## src/adc_consts.svh

```systemverilog
`ifndef ADC_CONSTS_SVH
`define ADC_CONSTS_SVH

// fifo geometry
`define FIFO_DEPTH 64              // bytes of sample storage
`define FIFO_AW 6                  // pointer width, log2 of depth

// threshold after reset, well above the fifo depth
`define SEG_THRESH_RESET 65536

// register map, byte-wide host bus
`define ADCREAD_ADDR 3             // fifo head, pops on read
`define FIFO_STAT 6                // status, write clears sticky flags
`define ADC_LOW_RES 8              // bit0 low_res, bit1 low_res_lsb
`define STREAM_SEGMENT_THRESHOLD 9 // 32 bits, byte per bytecnt
`define FAST_FIFO_READ_MODE 10     // bit0 enables fast pops
`define FIFO_UNDERFLOW_COUNT 11    // saturating pop-on-empty count
`define FIFO_NO_UNDERFLOW_ERROR 12 // bit0 masks the underflow flag
`define DEBUG_FIFO_READS 13        // 32-bit successful pop count
`define DEBUG_FIFO_READS_FREEZE 14 // pop count at first error

`endif
```

## src/adc_pkg.sv

```systemverilog
`default_nettype none

package adc_pkg;

  // host register access, held for one access
  typedef struct packed {
    logic [7:0] address;           // register address
    logic [6:0] bytecnt;           // byte of a wide register
    logic [7:0] datai;             // write data
    logic       read;              // read level
    logic       write;             // write level
  } reg_bus_t;

  // resolution controls for the packer
  typedef struct packed {
    logic low_res;                 // one byte per sample
    logic low_res_lsb;             // take sample[7:0] instead of [9:2]
  } adc_ctrl_t;

  // status word, byte 1 is empty, byte 0 the rest
  typedef struct packed {
    logic       empty;             // byte 1, bit 0
    logic [4:0] reserved;          // reads as zero
    logic       underflow_sticky;  // pop while empty, unless masked
    logic       overflow_sticky;   // write while full
    logic       full;              // level at depth
  } fifo_stat_t;

  // debug pop counters
  typedef logic [31:0] fifo_count_t;

endpackage

`default_nettype wire

```

## src/adc_capture_top.sv

```systemverilog
`timescale 1ns/1ns
`default_nettype none

module adc_capture_top
  import adc_pkg::*;
(
  input  wire        clk_usb,
  input  wire        reset,
  input  reg_bus_t   reg_bus,           // host register access
  input  wire  [9:0] adc_sample,
  input  wire        adc_valid,
  output logic [7:0] reg_datao,
  output logic       segment_ready      // threshold reached
);

  adc_ctrl_t   adc_ctrl;                // resolution controls
  logic        wr_en;                   // packer byte strobe
  logic [7:0]  wr_data;
  logic [7:0]  fifo_data;               // show-ahead head
  fifo_stat_t  fifo_stat;
  logic [7:0]  underflow_count;
  fifo_count_t read_count;
  fifo_count_t read_count_freeze;
  logic        fifo_rd_en;
  logic        clear_fifo_errors;
  logic        no_underflow_errors;
  logic [31:0] stream_segment_threshold;

  adc_sample_packer u_adc_sample_packer (
    .clk_usb    (clk_usb),
    .reset      (reset),
    .adc_sample (adc_sample),
    .adc_valid  (adc_valid),
    .adc_ctrl   (adc_ctrl),
    .wr_en      (wr_en),
    .wr_data    (wr_data)
  );

  adc_byte_fifo u_adc_byte_fifo (
    .clk_usb                  (clk_usb),
    .reset                    (reset),
    .wr_en                    (wr_en),
    .wr_data                  (wr_data),
    .fifo_rd_en               (fifo_rd_en),
    .clear_fifo_errors        (clear_fifo_errors),
    .no_underflow_errors      (no_underflow_errors),
    .stream_segment_threshold (stream_segment_threshold),
    .fifo_data                (fifo_data),
    .fifo_stat                (fifo_stat),
    .underflow_count          (underflow_count),
    .read_count               (read_count),
    .read_count_freeze        (read_count_freeze),
    .segment_ready            (segment_ready)
  );

  reg_adcfifo u_reg_adcfifo (
    .clk_usb                  (clk_usb),
    .reset                    (reset),
    .reg_bus                  (reg_bus),
    .fifo_data                (fifo_data),
    .fifo_stat                (fifo_stat),
    .underflow_count          (underflow_count),
    .read_count               (read_count),
    .read_count_freeze        (read_count_freeze),
    .reg_datao                (reg_datao),
    .fifo_rd_en               (fifo_rd_en),
    .adc_ctrl                 (adc_ctrl),
    .fast_fifo_read_mode      (),       // internal to the register block
    .stream_segment_threshold (stream_segment_threshold),
    .clear_fifo_errors        (clear_fifo_errors),
    .no_underflow_errors      (no_underflow_errors)
  );

endmodule

`default_nettype wire

```

## src/reg_adcfifo.sv

```systemverilog
`timescale 1ns/1ns
`default_nettype none

`include "adc_consts.svh"

module reg_adcfifo
  import adc_pkg::*;
(
  input  wire         clk_usb,
  input  wire         reset,
  input  reg_bus_t    reg_bus,                  // host access
  input  wire  [7:0]  fifo_data,                // fifo head
  input  fifo_stat_t  fifo_stat,
  input  wire  [7:0]  underflow_count,
  input  fifo_count_t read_count,
  input  fifo_count_t read_count_freeze,
  output logic [7:0]  reg_datao,                // read data
  output logic        fifo_rd_en,               // pop strobe
  output adc_ctrl_t   adc_ctrl,
  output logic        fast_fifo_read_mode,
  output logic [31:0] stream_segment_threshold,
  output logic        clear_fifo_errors,
  output logic        no_underflow_errors
);

  logic        read_q;                          // read level, last cycle
  logic        write_q;                         // write level, last cycle
  logic        read_rise;                       // first cycle of a read
  logic        write_first;                     // first edge of a write
  logic        slow_rd_en;                      // registered pop
  logic [15:0] stat_word;                       // status padded to two bytes

  assign read_rise   = reg_bus.read && !read_q;
  assign write_first = reg_bus.write && !write_q;
  assign stat_word   = {7'b0000000, fifo_stat};

  // fast mode saves the register stage on the pop
  assign fifo_rd_en = fast_fifo_read_mode ? read_rise : slow_rd_en;

  // byte lane of a 32-bit register
  function automatic logic [7:0] pick_byte(input logic [31:0] word, input logic [1:0] idx);
    return word[idx*8 +: 8];
  endfunction

  // read mux
  always_comb begin
    if (fast_fifo_read_mode) begin
      reg_datao = fifo_data;                    // every read is a fifo read
    end else if (reg_bus.read) begin
      case (reg_bus.address)
        8'(`ADCREAD_ADDR):             reg_datao = fifo_data;
        8'(`FIFO_STAT):                reg_datao = stat_word[reg_bus.bytecnt[0]*8 +: 8];
        8'(`DEBUG_FIFO_READS):
          reg_datao = pick_byte(read_count, reg_bus.bytecnt[1:0]);
        8'(`DEBUG_FIFO_READS_FREEZE):
          reg_datao = pick_byte(read_count_freeze, reg_bus.bytecnt[1:0]);
        8'(`STREAM_SEGMENT_THRESHOLD):
          reg_datao = pick_byte(stream_segment_threshold, reg_bus.bytecnt[1:0]);
        8'(`ADC_LOW_RES):
          reg_datao = {6'b000000, adc_ctrl.low_res_lsb, adc_ctrl.low_res};
        8'(`FIFO_UNDERFLOW_COUNT):     reg_datao = underflow_count;
        8'(`FIFO_NO_UNDERFLOW_ERROR):  reg_datao = {7'b0000000, no_underflow_errors};
        default:                       reg_datao = 8'h00; // unmapped
      endcase
    end else begin
      reg_datao = 8'h00;                        // bus idle
    end
  end

  // level history for edge detect
  always_ff @(posedge clk_usb) begin
    if (reset) begin
      read_q  <= 1'b0;
      write_q <= 1'b0;
    end else begin
      read_q  <= reg_bus.read;
      write_q <= reg_bus.write;
    end
  end

  // control registers
  always_ff @(posedge clk_usb) begin
    if (reset) begin
      adc_ctrl                 <= '0;
      stream_segment_threshold <= 32'(`SEG_THRESH_RESET);
      no_underflow_errors      <= 1'b1;         // slow underflow masked
      clear_fifo_errors        <= 1'b0;
    end else begin
      clear_fifo_errors <= 1'b0;                // one-cycle pulse
      if (write_first) begin
        case (reg_bus.address)
          8'(`ADC_LOW_RES): begin
            adc_ctrl.low_res     <= reg_bus.datai[0];
            adc_ctrl.low_res_lsb <= reg_bus.datai[1];
          end
          8'(`STREAM_SEGMENT_THRESHOLD):
            stream_segment_threshold[reg_bus.bytecnt[1:0]*8 +: 8] <= reg_bus.datai;
          8'(`FIFO_STAT):
            clear_fifo_errors <= 1'b1;          // any data clears
          8'(`FIFO_NO_UNDERFLOW_ERROR):
            no_underflow_errors <= reg_bus.datai[0];
          default: ;
        endcase
      end
    end
  end

  // fast mode, dropped by any other write
  always_ff @(posedge clk_usb) begin
    if (reset) begin
      fast_fifo_read_mode <= 1'b0;
    end else if (write_first) begin
      if (reg_bus.address == 8'(`FAST_FIFO_READ_MODE)) begin
        fast_fifo_read_mode <= reg_bus.datai[0];
      end else begin
        fast_fifo_read_mode <= 1'b0;
      end
    end
  end

  // slow pop, one cycle after the read starts
  always_ff @(posedge clk_usb) begin
    if (reset) begin
      slow_rd_en <= 1'b0;
    end else begin
      slow_rd_en <= read_rise && (reg_bus.address == 8'(`ADCREAD_ADDR));
    end
  end

endmodule

`default_nettype wire

```

## src/adc_byte_fifo.sv

```systemverilog
`timescale 1ns/1ns
`default_nettype none

`include "adc_consts.svh"

module adc_byte_fifo
  import adc_pkg::*;
(
  input  wire         clk_usb,
  input  wire         reset,
  input  wire         wr_en,                    // byte from packer
  input  wire  [7:0]  wr_data,
  input  wire         fifo_rd_en,               // pop request
  input  wire         clear_fifo_errors,        // clears sticky flags
  input  wire         no_underflow_errors,      // masks underflow flag
  input  wire  [31:0] stream_segment_threshold,
  output logic [7:0]  fifo_data,                // show-ahead head
  output fifo_stat_t  fifo_stat,
  output logic [7:0]  underflow_count,
  output fifo_count_t read_count,
  output fifo_count_t read_count_freeze,
  output logic        segment_ready
);

  logic [7:0]         mem [0:`FIFO_DEPTH-1];    // byte storage
  logic [`FIFO_AW-1:0] wr_ptr;
  logic [`FIFO_AW-1:0] rd_ptr;
  logic [`FIFO_AW:0]   level;                   // 0 to depth inclusive
  logic               empty;
  logic               full;
  logic               do_write;                 // accepted write
  logic               do_pop;                   // successful pop
  logic               overflow_evt;             // write into full fifo
  logic               underflow_evt;            // pop on empty
  logic               underflow_flag_evt;       // unmasked underflow
  logic               overflow_sticky;
  logic               underflow_sticky;
  logic               freeze_armed;             // waiting for first error

  assign empty              = (level == '0);
  assign full               = (level == (`FIFO_AW+1)'(`FIFO_DEPTH));
  assign do_write           = wr_en && !full;
  assign do_pop             = fifo_rd_en && !empty;
  assign overflow_evt       = wr_en && full;     // byte dropped
  assign underflow_evt      = fifo_rd_en && empty;
  assign underflow_flag_evt = underflow_evt && !no_underflow_errors;

  assign fifo_data = mem[rd_ptr];               // head visible without a pop

  always_comb begin
    fifo_stat                  = '0;
    fifo_stat.empty            = empty;
    fifo_stat.full             = full;
    fifo_stat.overflow_sticky  = overflow_sticky;
    fifo_stat.underflow_sticky = underflow_sticky;
  end

  // storage, no reset
  always_ff @(posedge clk_usb) begin
    if (do_write) begin
      mem[wr_ptr] <= wr_data;
    end
  end

  // pointers and level
  always_ff @(posedge clk_usb) begin
    if (reset) begin
      wr_ptr <= '0;
      rd_ptr <= '0;
      level  <= '0;
    end else begin
      if (do_write) begin
        wr_ptr <= wr_ptr + 1'b1;                // wraps at depth
      end
      if (do_pop) begin
        rd_ptr <= rd_ptr + 1'b1;
      end
      case ({do_write, do_pop})
        2'b10:   level <= level + 1'b1;
        2'b01:   level <= level - 1'b1;
        default: level <= level;                // both or neither
      endcase
    end
  end

  // error flags and counters
  always_ff @(posedge clk_usb) begin
    if (reset) begin
      overflow_sticky   <= 1'b0;
      underflow_sticky  <= 1'b0;
      underflow_count   <= '0;
      read_count        <= '0;
      read_count_freeze <= '0;
      freeze_armed      <= 1'b1;
    end else begin
      if (clear_fifo_errors) begin
        overflow_sticky  <= 1'b0;
        underflow_sticky <= 1'b0;
        freeze_armed     <= 1'b1;               // next error snapshots again
      end
      if (overflow_evt) begin
        overflow_sticky <= 1'b1;                // new error wins over clear
      end
      if (underflow_flag_evt) begin
        underflow_sticky <= 1'b1;
      end
      if (underflow_evt && (underflow_count != 8'hff)) begin
        underflow_count <= underflow_count + 1'b1; // saturates at 255
      end
      if (do_pop) begin
        read_count <= read_count + 1'b1;
      end
      if ((overflow_evt || underflow_flag_evt) && freeze_armed) begin
        read_count_freeze <= read_count;        // pops before the error
        freeze_armed      <= 1'b0;
      end
    end
  end

  // segment threshold compare, registered
  always_ff @(posedge clk_usb) begin
    if (reset) begin
      segment_ready <= 1'b0;
    end else begin
      segment_ready <= ({{(31-`FIFO_AW){1'b0}}, level} >= stream_segment_threshold);
    end
  end

endmodule

`default_nettype wire

```

## src/adc_sample_packer.sv

```systemverilog
`timescale 1ns/1ns
`default_nettype none

module adc_sample_packer
  import adc_pkg::*;
(
  input  wire        clk_usb,
  input  wire        reset,
  input  wire  [9:0] adc_sample,    // raw adc code
  input  wire        adc_valid,     // one-cycle sample strobe
  input  adc_ctrl_t  adc_ctrl,      // resolution controls
  output logic       wr_en,         // one pulse per byte
  output logic [7:0] wr_data        // byte to fifo
);

  logic [9:0] sample_q;             // accepted sample
  logic       pending_lo;           // low byte still owed
  logic       accept;               // sample taken this edge
  logic [7:0] first_byte;           // byte emitted after accept

  // no back-pressure, a sample during the low byte is lost
  assign accept = adc_valid && !pending_lo;

  // resolution is sampled at acceptance
  always_comb begin
    if (adc_ctrl.low_res) begin
      if (adc_ctrl.low_res_lsb) begin
        first_byte = adc_sample[7:0];           // lsb window
      end else begin
        first_byte = adc_sample[9:2];           // top eight bits
      end
    end else begin
      first_byte = {6'b000000, adc_sample[9:8]}; // high byte first
    end
  end

  // control path
  always_ff @(posedge clk_usb) begin
    if (reset) begin
      wr_en      <= 1'b0;
      pending_lo <= 1'b0;
    end else begin
      wr_en <= 1'b0;                            // default idle
      if (pending_lo) begin
        wr_en      <= 1'b1;                     // low byte out
        pending_lo <= 1'b0;
      end else if (accept) begin
        wr_en      <= 1'b1;                     // first byte out
        pending_lo <= !adc_ctrl.low_res;        // full res owes one more
      end
    end
  end

  // sample and byte registers
  always_ff @(posedge clk_usb) begin
    if (accept) begin
      sample_q <= adc_sample;
    end
    if (pending_lo) begin
      wr_data <= sample_q[7:0];                 // second byte of full res
    end else if (accept) begin
      wr_data <= first_byte;
    end
  end

endmodule

`default_nettype wire

```

## config.mk

```make
export PLATFORM = sky130hd
export DESIGN_NAME = adc_capture_top
export DESIGN_NICKNAME = d
export VERILOG_FILES = /design/src/adc_pkg.sv /design/src/adc_capture_top.sv /design/src/reg_adcfifo.sv /design/src/adc_byte_fifo.sv /design/src/adc_sample_packer.sv
export VERILOG_INCLUDE_DIRS = /design/src
export SDC_FILE = /design/constraint.sdc
export NUM_CORES = 1
export LEC_CHECK = 0
export BUFFER_PORTS_ARGS = -buffer_cell sky130_fd_sc_hd__buf_4
export CAP_MARGIN = 5
export CELL_PAD_IN_SITES_DETAIL_PLACEMENT = 1
export CELL_PAD_IN_SITES_GLOBAL_PLACEMENT = 2
export CORE_MARGIN = 5
export CORE_UTILIZATION = 30
export CTS_CLUSTER_DIAMETER = 100
export DETAILED_ROUTE_END_ITERATION = 6
export MAX_ROUTING_LAYER = met4
export PLACE_DENSITY_LB_ADDON = 0.1
export SYNTH_ARGS = -nofsm -noshare
export SYNTH_HDL_FRONTEND = slang
export SYNTH_HIERARCHICAL = 1
export SYNTH_SLANG_ARGS = --single-unit
```

## constraint.sdc

```tcl
create_clock -name clk_usb -period 8.8 [get_ports clk_usb]
set_input_delay 0.88 -clock clk_usb [delete_from_list [all_inputs] [get_ports clk_usb]]
set_output_delay 0.88 -clock clk_usb [all_outputs]
set_load 0.005 [all_outputs]
```

# Word level (Yosys, flattened, before mapping)
# Memory sizes are Yosys's and may differ from the RTL's. A register that Yosys moved wholly into a read port is not among the register bits.
# Index checks and enable logic that the tools add are counted.
dict set report word_totals {
  mem_count 1
  romBits 0
  ff_bits 153
  latch_bits 0
  elab_cells 106
  mem_bits_rw 512
}
dict set report classes {
  n_reduce_logical 30
  order_cmp 1
  bitwise_logic 2
  shifts 6
  n_eq_ne 13
  n_addsub 7
  muxes 23
  n_div 0
  n_mul 0
}
# memory depth word_bits rd rd_ports_with_merged_regs wr line
set memory_table {}
lappend memory_table {u_adc_byte_fifo.mem 64 8 1 1 1 adc_byte_fifo.sv:25} ;# logic [7:0] mem [0:`FIFO_DEPTH-1];
# operator count
set ops {}
lappend ops {{32-bit by 6-bit indexed part select with 8-bit output} 3}
lappend ops {{8-bit case mux with 8 select lines} 1}
lappend ops {{8-bit by 4-bit == test with 1-bit output (second input constant)} 7}
lappend ops {{8-bit two-way mux} 6}
lappend ops {{5-bit negator with 34-bit output} 1}
lappend ops {{8-bit by 34-bit variable shift with 32-bit output (first input constant)} 1}
lappend ops {{8-bit by 34-bit indexed part select with 32-bit output} 1}
lappend ops {{32-bit by 1-bit adder with 32-bit output (second input constant)} 1}
lappend ops {{32-bit bitwise mux} 1}
lappend ops {{7-bit by 32-bit >= comparator with 1-bit output} 1}
lappend ops {{16-bit by 5-bit indexed part select with 8-bit output} 1}
lappend ops {{7-bit case mux with 2 select lines} 1}
lappend ops {{6-bit by 1-bit adder with 6-bit output (second input constant)} 2}
lappend ops {{1-bit two-way mux} 12}
lappend ops {{6-bit two-way mux} 2}
lappend ops {{1-bit logical AND} 11}
lappend ops {{2-bit nonzero test} 5}
lappend ops {{8-bit by 1-bit adder with 8-bit output (second input constant)} 1}
lappend ops {{8-bit by 2-bit == test with 1-bit output (second input constant)} 1}
lappend ops {{8-bit by 3-bit == test with 1-bit output (second input constant)} 1}
lappend ops {{8-bit inequality test (second input constant)} 1}
lappend ops {{7-bit by 1-bit adder with 7-bit output (second input constant)} 1}
lappend ops {{7-bit == test (second input constant)} 1}
lappend ops {{1-bit zero test} 7}
lappend ops {{other kinds (9)} 12}

# Depth between registers and ports, before layout
dict set report depth {
  ltp_word 8
  depth_mapped 16
}

# By module
# The synthesis kept the hierarchy.
# mod n_inst cells_per_inst seq_area_each_um2 area_each_um2
set modules_own_cells {}
lappend modules_own_cells {adc_byte_fifo 1 1447 17396.7 24330.8}
lappend modules_own_cells {reg_adcfifo 1 341 800.8 2618.8}
lappend modules_own_cells {adc_sample_packer 1 51 520.5 764.5}

# Worst setup path after synthesis
# Ideal clock, no wire load.
dict set report synth_timing {
  kind {in2out}
  from {input port reg_bus[22] (netlist name)}
  to {output port reg_datao[2]}
  setup_slack_ns 5.122
  stages 7
  arrival_time_ns 2.798
  path_cell_list {or4_4 nor4_4 buf_6 a221o_1 a21oi_1 or4_1 o21ai_1}
}
dict set report synth_between {
  elab_chain_cells 4
  word_cells_on_any_way 11
  cone_classes {eq/ne (8); mux (3)}
}
# element line
set synth_lines {}
lappend synth_lines {{from (decl)} adc_capture_top.sv:9} ;# input reg_bus_t reg_bus,
lappend synth_lines {{8-bit by 4-bit == test with 1-bit output (tied with other cells)} reg_adcfifo.sv:50} ;# case (reg_bus.address)
lappend synth_lines {{8-bit case mux with 8 select lines (*)} reg_adcfifo.sv:50}
lappend synth_lines {{8-bit two-way mux (*)} reg_adcfifo.sv:49} ;# end else if (reg_bus.read) begin
lappend synth_lines {{8-bit two-way mux (*)} reg_adcfifo.sv:47} ;# if (fast_fifo_read_mode) begin
lappend synth_lines {{to (decl)} adc_capture_top.sv:12} ;# output logic [7:0] reg_datao,
# Every way passes the cells marked *; elsewhere a longest branch is shown, timed or not.

==> impl_metrics.yaml <==
run_status:
  status: "completed"
critical_path:
  path_max_fanout: 43
  path_cells: "buf_4 -> mux4_1 -> mux4_2 -> nor2b_1 -> or4_1 -> a22oi_1 -> o2bb2ai_1 -> a22oi_1 -> o21ai_1 -> buf_4"
  critPathLaunchType: "flop"
  critPathMaxStageDelay_ns: 0.75
  worst_path_max_delay_cell: "buf_4"
  crit_family: "multiplexers"
  rr_endpoint: "u_adc_byte_fifo/mem[43][1]"
  cp.arrival_ns: 5.00
  crit_path_end: "reg_datao[2]"
  crit_path_end_kind: "output port"
  r2r_setup_slack_ns: 4.34
  crit_cells: 10
  reg2regPathDepth: 6
  r2r_start: "u_adc_byte_fifo/level[3]"
  path_class: "reg2out"
  required_ns: 7.92
  critPathBufInv: 2
clock_tree:
  insertion_delay_ns: 0.64
  htree_levels: 3
  cts_hold_buf: 0
  postCtsSetupBuffers: 0
  cts_resized: 0
  cts_buffers: 78
  cts_buffer_depth: 3
  clockRootBuffer: "clkbuf_16"
  path_clk_slew_ns: 0.06
  clock-sinks: 671
  cts_tree: "built"
yosys:
  netlist_instances: 1839
  yosysMostFrequentCell: "edfxtp_1"
  avgSynthCellArea_um2: 15.07
  yosysUniqueCellTypes: 70
  synth_seq_area_share_pct: 67.54
  synth_edf_count: 528
  yosysTopAreaCellShare_pct: 57.21
  ys_ff_latch: 671
  synth.largest_area_cell: "edfxtp_1"
  synth_warnings: 6
  ys.flop_type: "edfxtp_1"
  yosys-top-cells-count: "edfxtp_1 (528), nand2_1 (167), nor2_1 (149), dfxtp_1 (143), mux4_2 (132)"
  syn_area_um2: 27710
  async_reset_ff_share_pct: 0
  synthTopCellsByArea: "edfxtp_1 (57%), mux4_2 (11%), dfxtp_1 (10%)"
grt:
  grt-ovfl-total: 0
  antenna_found_initial: 4
  grt_first_pass_wirelength_um: 116900
  grt_max_degree: 78
  grt_usage_pct: 16.48
  grt_pass1_vias: 16890
die:
  die_h_um: 313.9
  floorplan.initialDensity_pct: 30.23
  die_w_um: 313.9
  die_area_um2: 98560
  coreArea_um2: 91660
  std_cell_rows: 111
  ios: 47
sta:
  whs_ns: 0.4266
  slew_headroom_pct: 23.08
  fin_skew_ns: 0.03505
  slew_violations: 0
  worstMarginPinSlew_ns: 1.149
  fmaxAchievable_ghz: 0.1701
  period_share_pct: 66.81
  finalHoldViolCount: 0
  tns_ns: 0
  rsz0062_at_grt: "false"
  setup_violations: 0
  fin_crit_ns: 5.880
detailed_routing:
  drt_first_pass_iters: 5
  vias_per_cell: 5.090
  drt_iter0_markers: 1013
  wirelength_um: 79540
  drc_errors: 0
  vias: 15930
  ant_nets: 0
  post_drt_wl_per_cell_um: 25.41
final_layout:
  syn_to_final_growth_pct: 14.62
  fill_cells: 9427
  fin_nets: 1935
  drive_gt1_share_pct: 17.32
pwr:
  power_density_nw_per_um2: 215.4
  vdd_drop_max_mv: 0.1655
  cellLeakagePower_nw: 9.755
job:
  drv_cap: 0
place:
  port_buffers: 41
  gp_congestion: 0.7404
  dp_hpwl_um: 50360
hold_path:
  hold_class: "in2reg"
-- state kept, by name, indices dropped and copies added (netlist names), 2 cells and up, named ones only --
name / flops
u_adc_byte_fifo/level: 7
u_adc_sample_packer/wr_data: 8
u_adc_byte_fifo/mem: 512
u_reg_adcfifo/stream_segment_threshold: 32
u_adc_byte_fifo/wr_ptr: 6
u_adc_byte_fifo/rd_ptr: 6
u_adc_byte_fifo/underflow_count: 8
u_adc_byte_fifo/read_count: 32
u_reg_adcfifo/adc_ctrl: 2
u_adc_sample_packer/sample_q: 8
u_adc_byte_fifo/read_count_freeze: 32
-- report_power, final --
part / internal, mW / switching (mW) / total, mW
combinational: 0.0428 / 0.136 / 0.179
sequential: 3.45 / 0.00760 / 3.45
clock: 1.89 / 1.32 / 3.21
total: 5.38 / 1.46 / 6.84
-- cell families (layout without fill, tap and decap cells) --
| group | after synthesis | after routing | share of synthesized area, % |
|---|---|---|---|
| and+or+nand+nor | 510 | 510 | 8.813 |
| DFF | 671 | 671 | 67.54 |
| AOI/OAI and AO/OA | 276 | 276 | 6.375 |
| other | 1 | 9 | 0.01353 |
| adders and majority gates | 19 | 19 | 0.8578 |
| xor gates and xnor gates | 49 | 49 | 1.549 |
| buffers and inverters | 133 | 230 | 2.312 |
| muxes | 180 | 180 | 12.54 |
-- placed cells by master, fill, tap and decap left out, types with 21 or more instances in the layout --
master     synthesis  routed
mux4_2           132     132
dfxtp_1          143     140
mux2i_1           42      42
o21ai_0           31      31
nand3_1           57      56
edfxtp_1         528     528
buf_4             16      65
nor2b_1           22      22
nand2_1          167     167
a21oi_1          126     126
xor2_1            30      30
clkbuf_16          0      80
inv_1             21      21
nor2_1           149     148
a221o_1           33      33
-- metrics by stage --
| stage | power [mW] | instance area (um^2) | setup slack [ns] | util (%) | cells |
|---|---|---|---|---|---|
| floorplan | 3.613 | 27730 | 5.122 | - | 1843 |
| global placement | 3.698 | 29200 | 3.522 | 31.86 | 2984 |
| detailed placement | 3.705 | 29200 | 3.519 | 31.86 | 2984 |
| CTS | 6.967 | 31760 | 2.799 | 34.64 | 3126 |
| global route | 7.116 | 31770 | 2.671 | 34.65 | 3130 |
| finish | 6.841 | 31770 | 2.920 | 34.65 | 3130 |
-- worst min-delay path by stage --
| stage | from | endpoint | slack [ns] | cells after the start |
|---|---|---|---|---|
| after floorplan | u_adc_byte_fifo/read_count_freeze[31] | u_adc_byte_fifo/read_count_freeze[31] | 0.43 | 2 |
| after detailed placement | u_adc_byte_fifo/read_count_freeze[7] | u_adc_byte_fifo/read_count_freeze[7] | 0.45 | 2 |
| after global placement | u_adc_byte_fifo/read_count_freeze[9] | u_adc_byte_fifo/read_count_freeze[9] | 0.44 | 2 |
| final | adc_sample[1] | u_adc_sample_packer/sample_q[1] | 0.43 | 1 |
| after CTS | adc_sample[1] | u_adc_sample_packer/sample_q[1] | 0.37 | 1 |
| after global routing | adc_sample[1] | u_adc_sample_packer/sample_q[1] | 0.38 | 1 |
-- routing by layer --
metal	wire [um]	track usage [%]	part of all wire, %	up-vias
li1	-	-	-	7200
met1	35500	21.05	45	8366
met2	39210	27.17	49	247
met3	2663	2.848	3.3	118
met4	2163	4.893	2.7	0
met5	0	-	0	-
-- layout make-up --
| class | instances | area, um^2 | share of cell area [%] |
|---|---|---|---|
| sequential | 671 | 18730 | 58.96 |
| multi-input combinational | 1039 | 8384 | 26.39 |
| clock buffer | 104 | 2212 | 6.964 |
| tap | 1186 | 1484 | 4.671 |
| timing repair buffer | 67 | 528.0 | 1.662 |
| clock inverter | 38 | 339.1 | 1.067 |
| inverter | 21 | 78.83 | 0.2481 |
| antenna | 4 | 10.01 | 0.03151 |
Note: power is estimated with default switching activity, not from simulation.
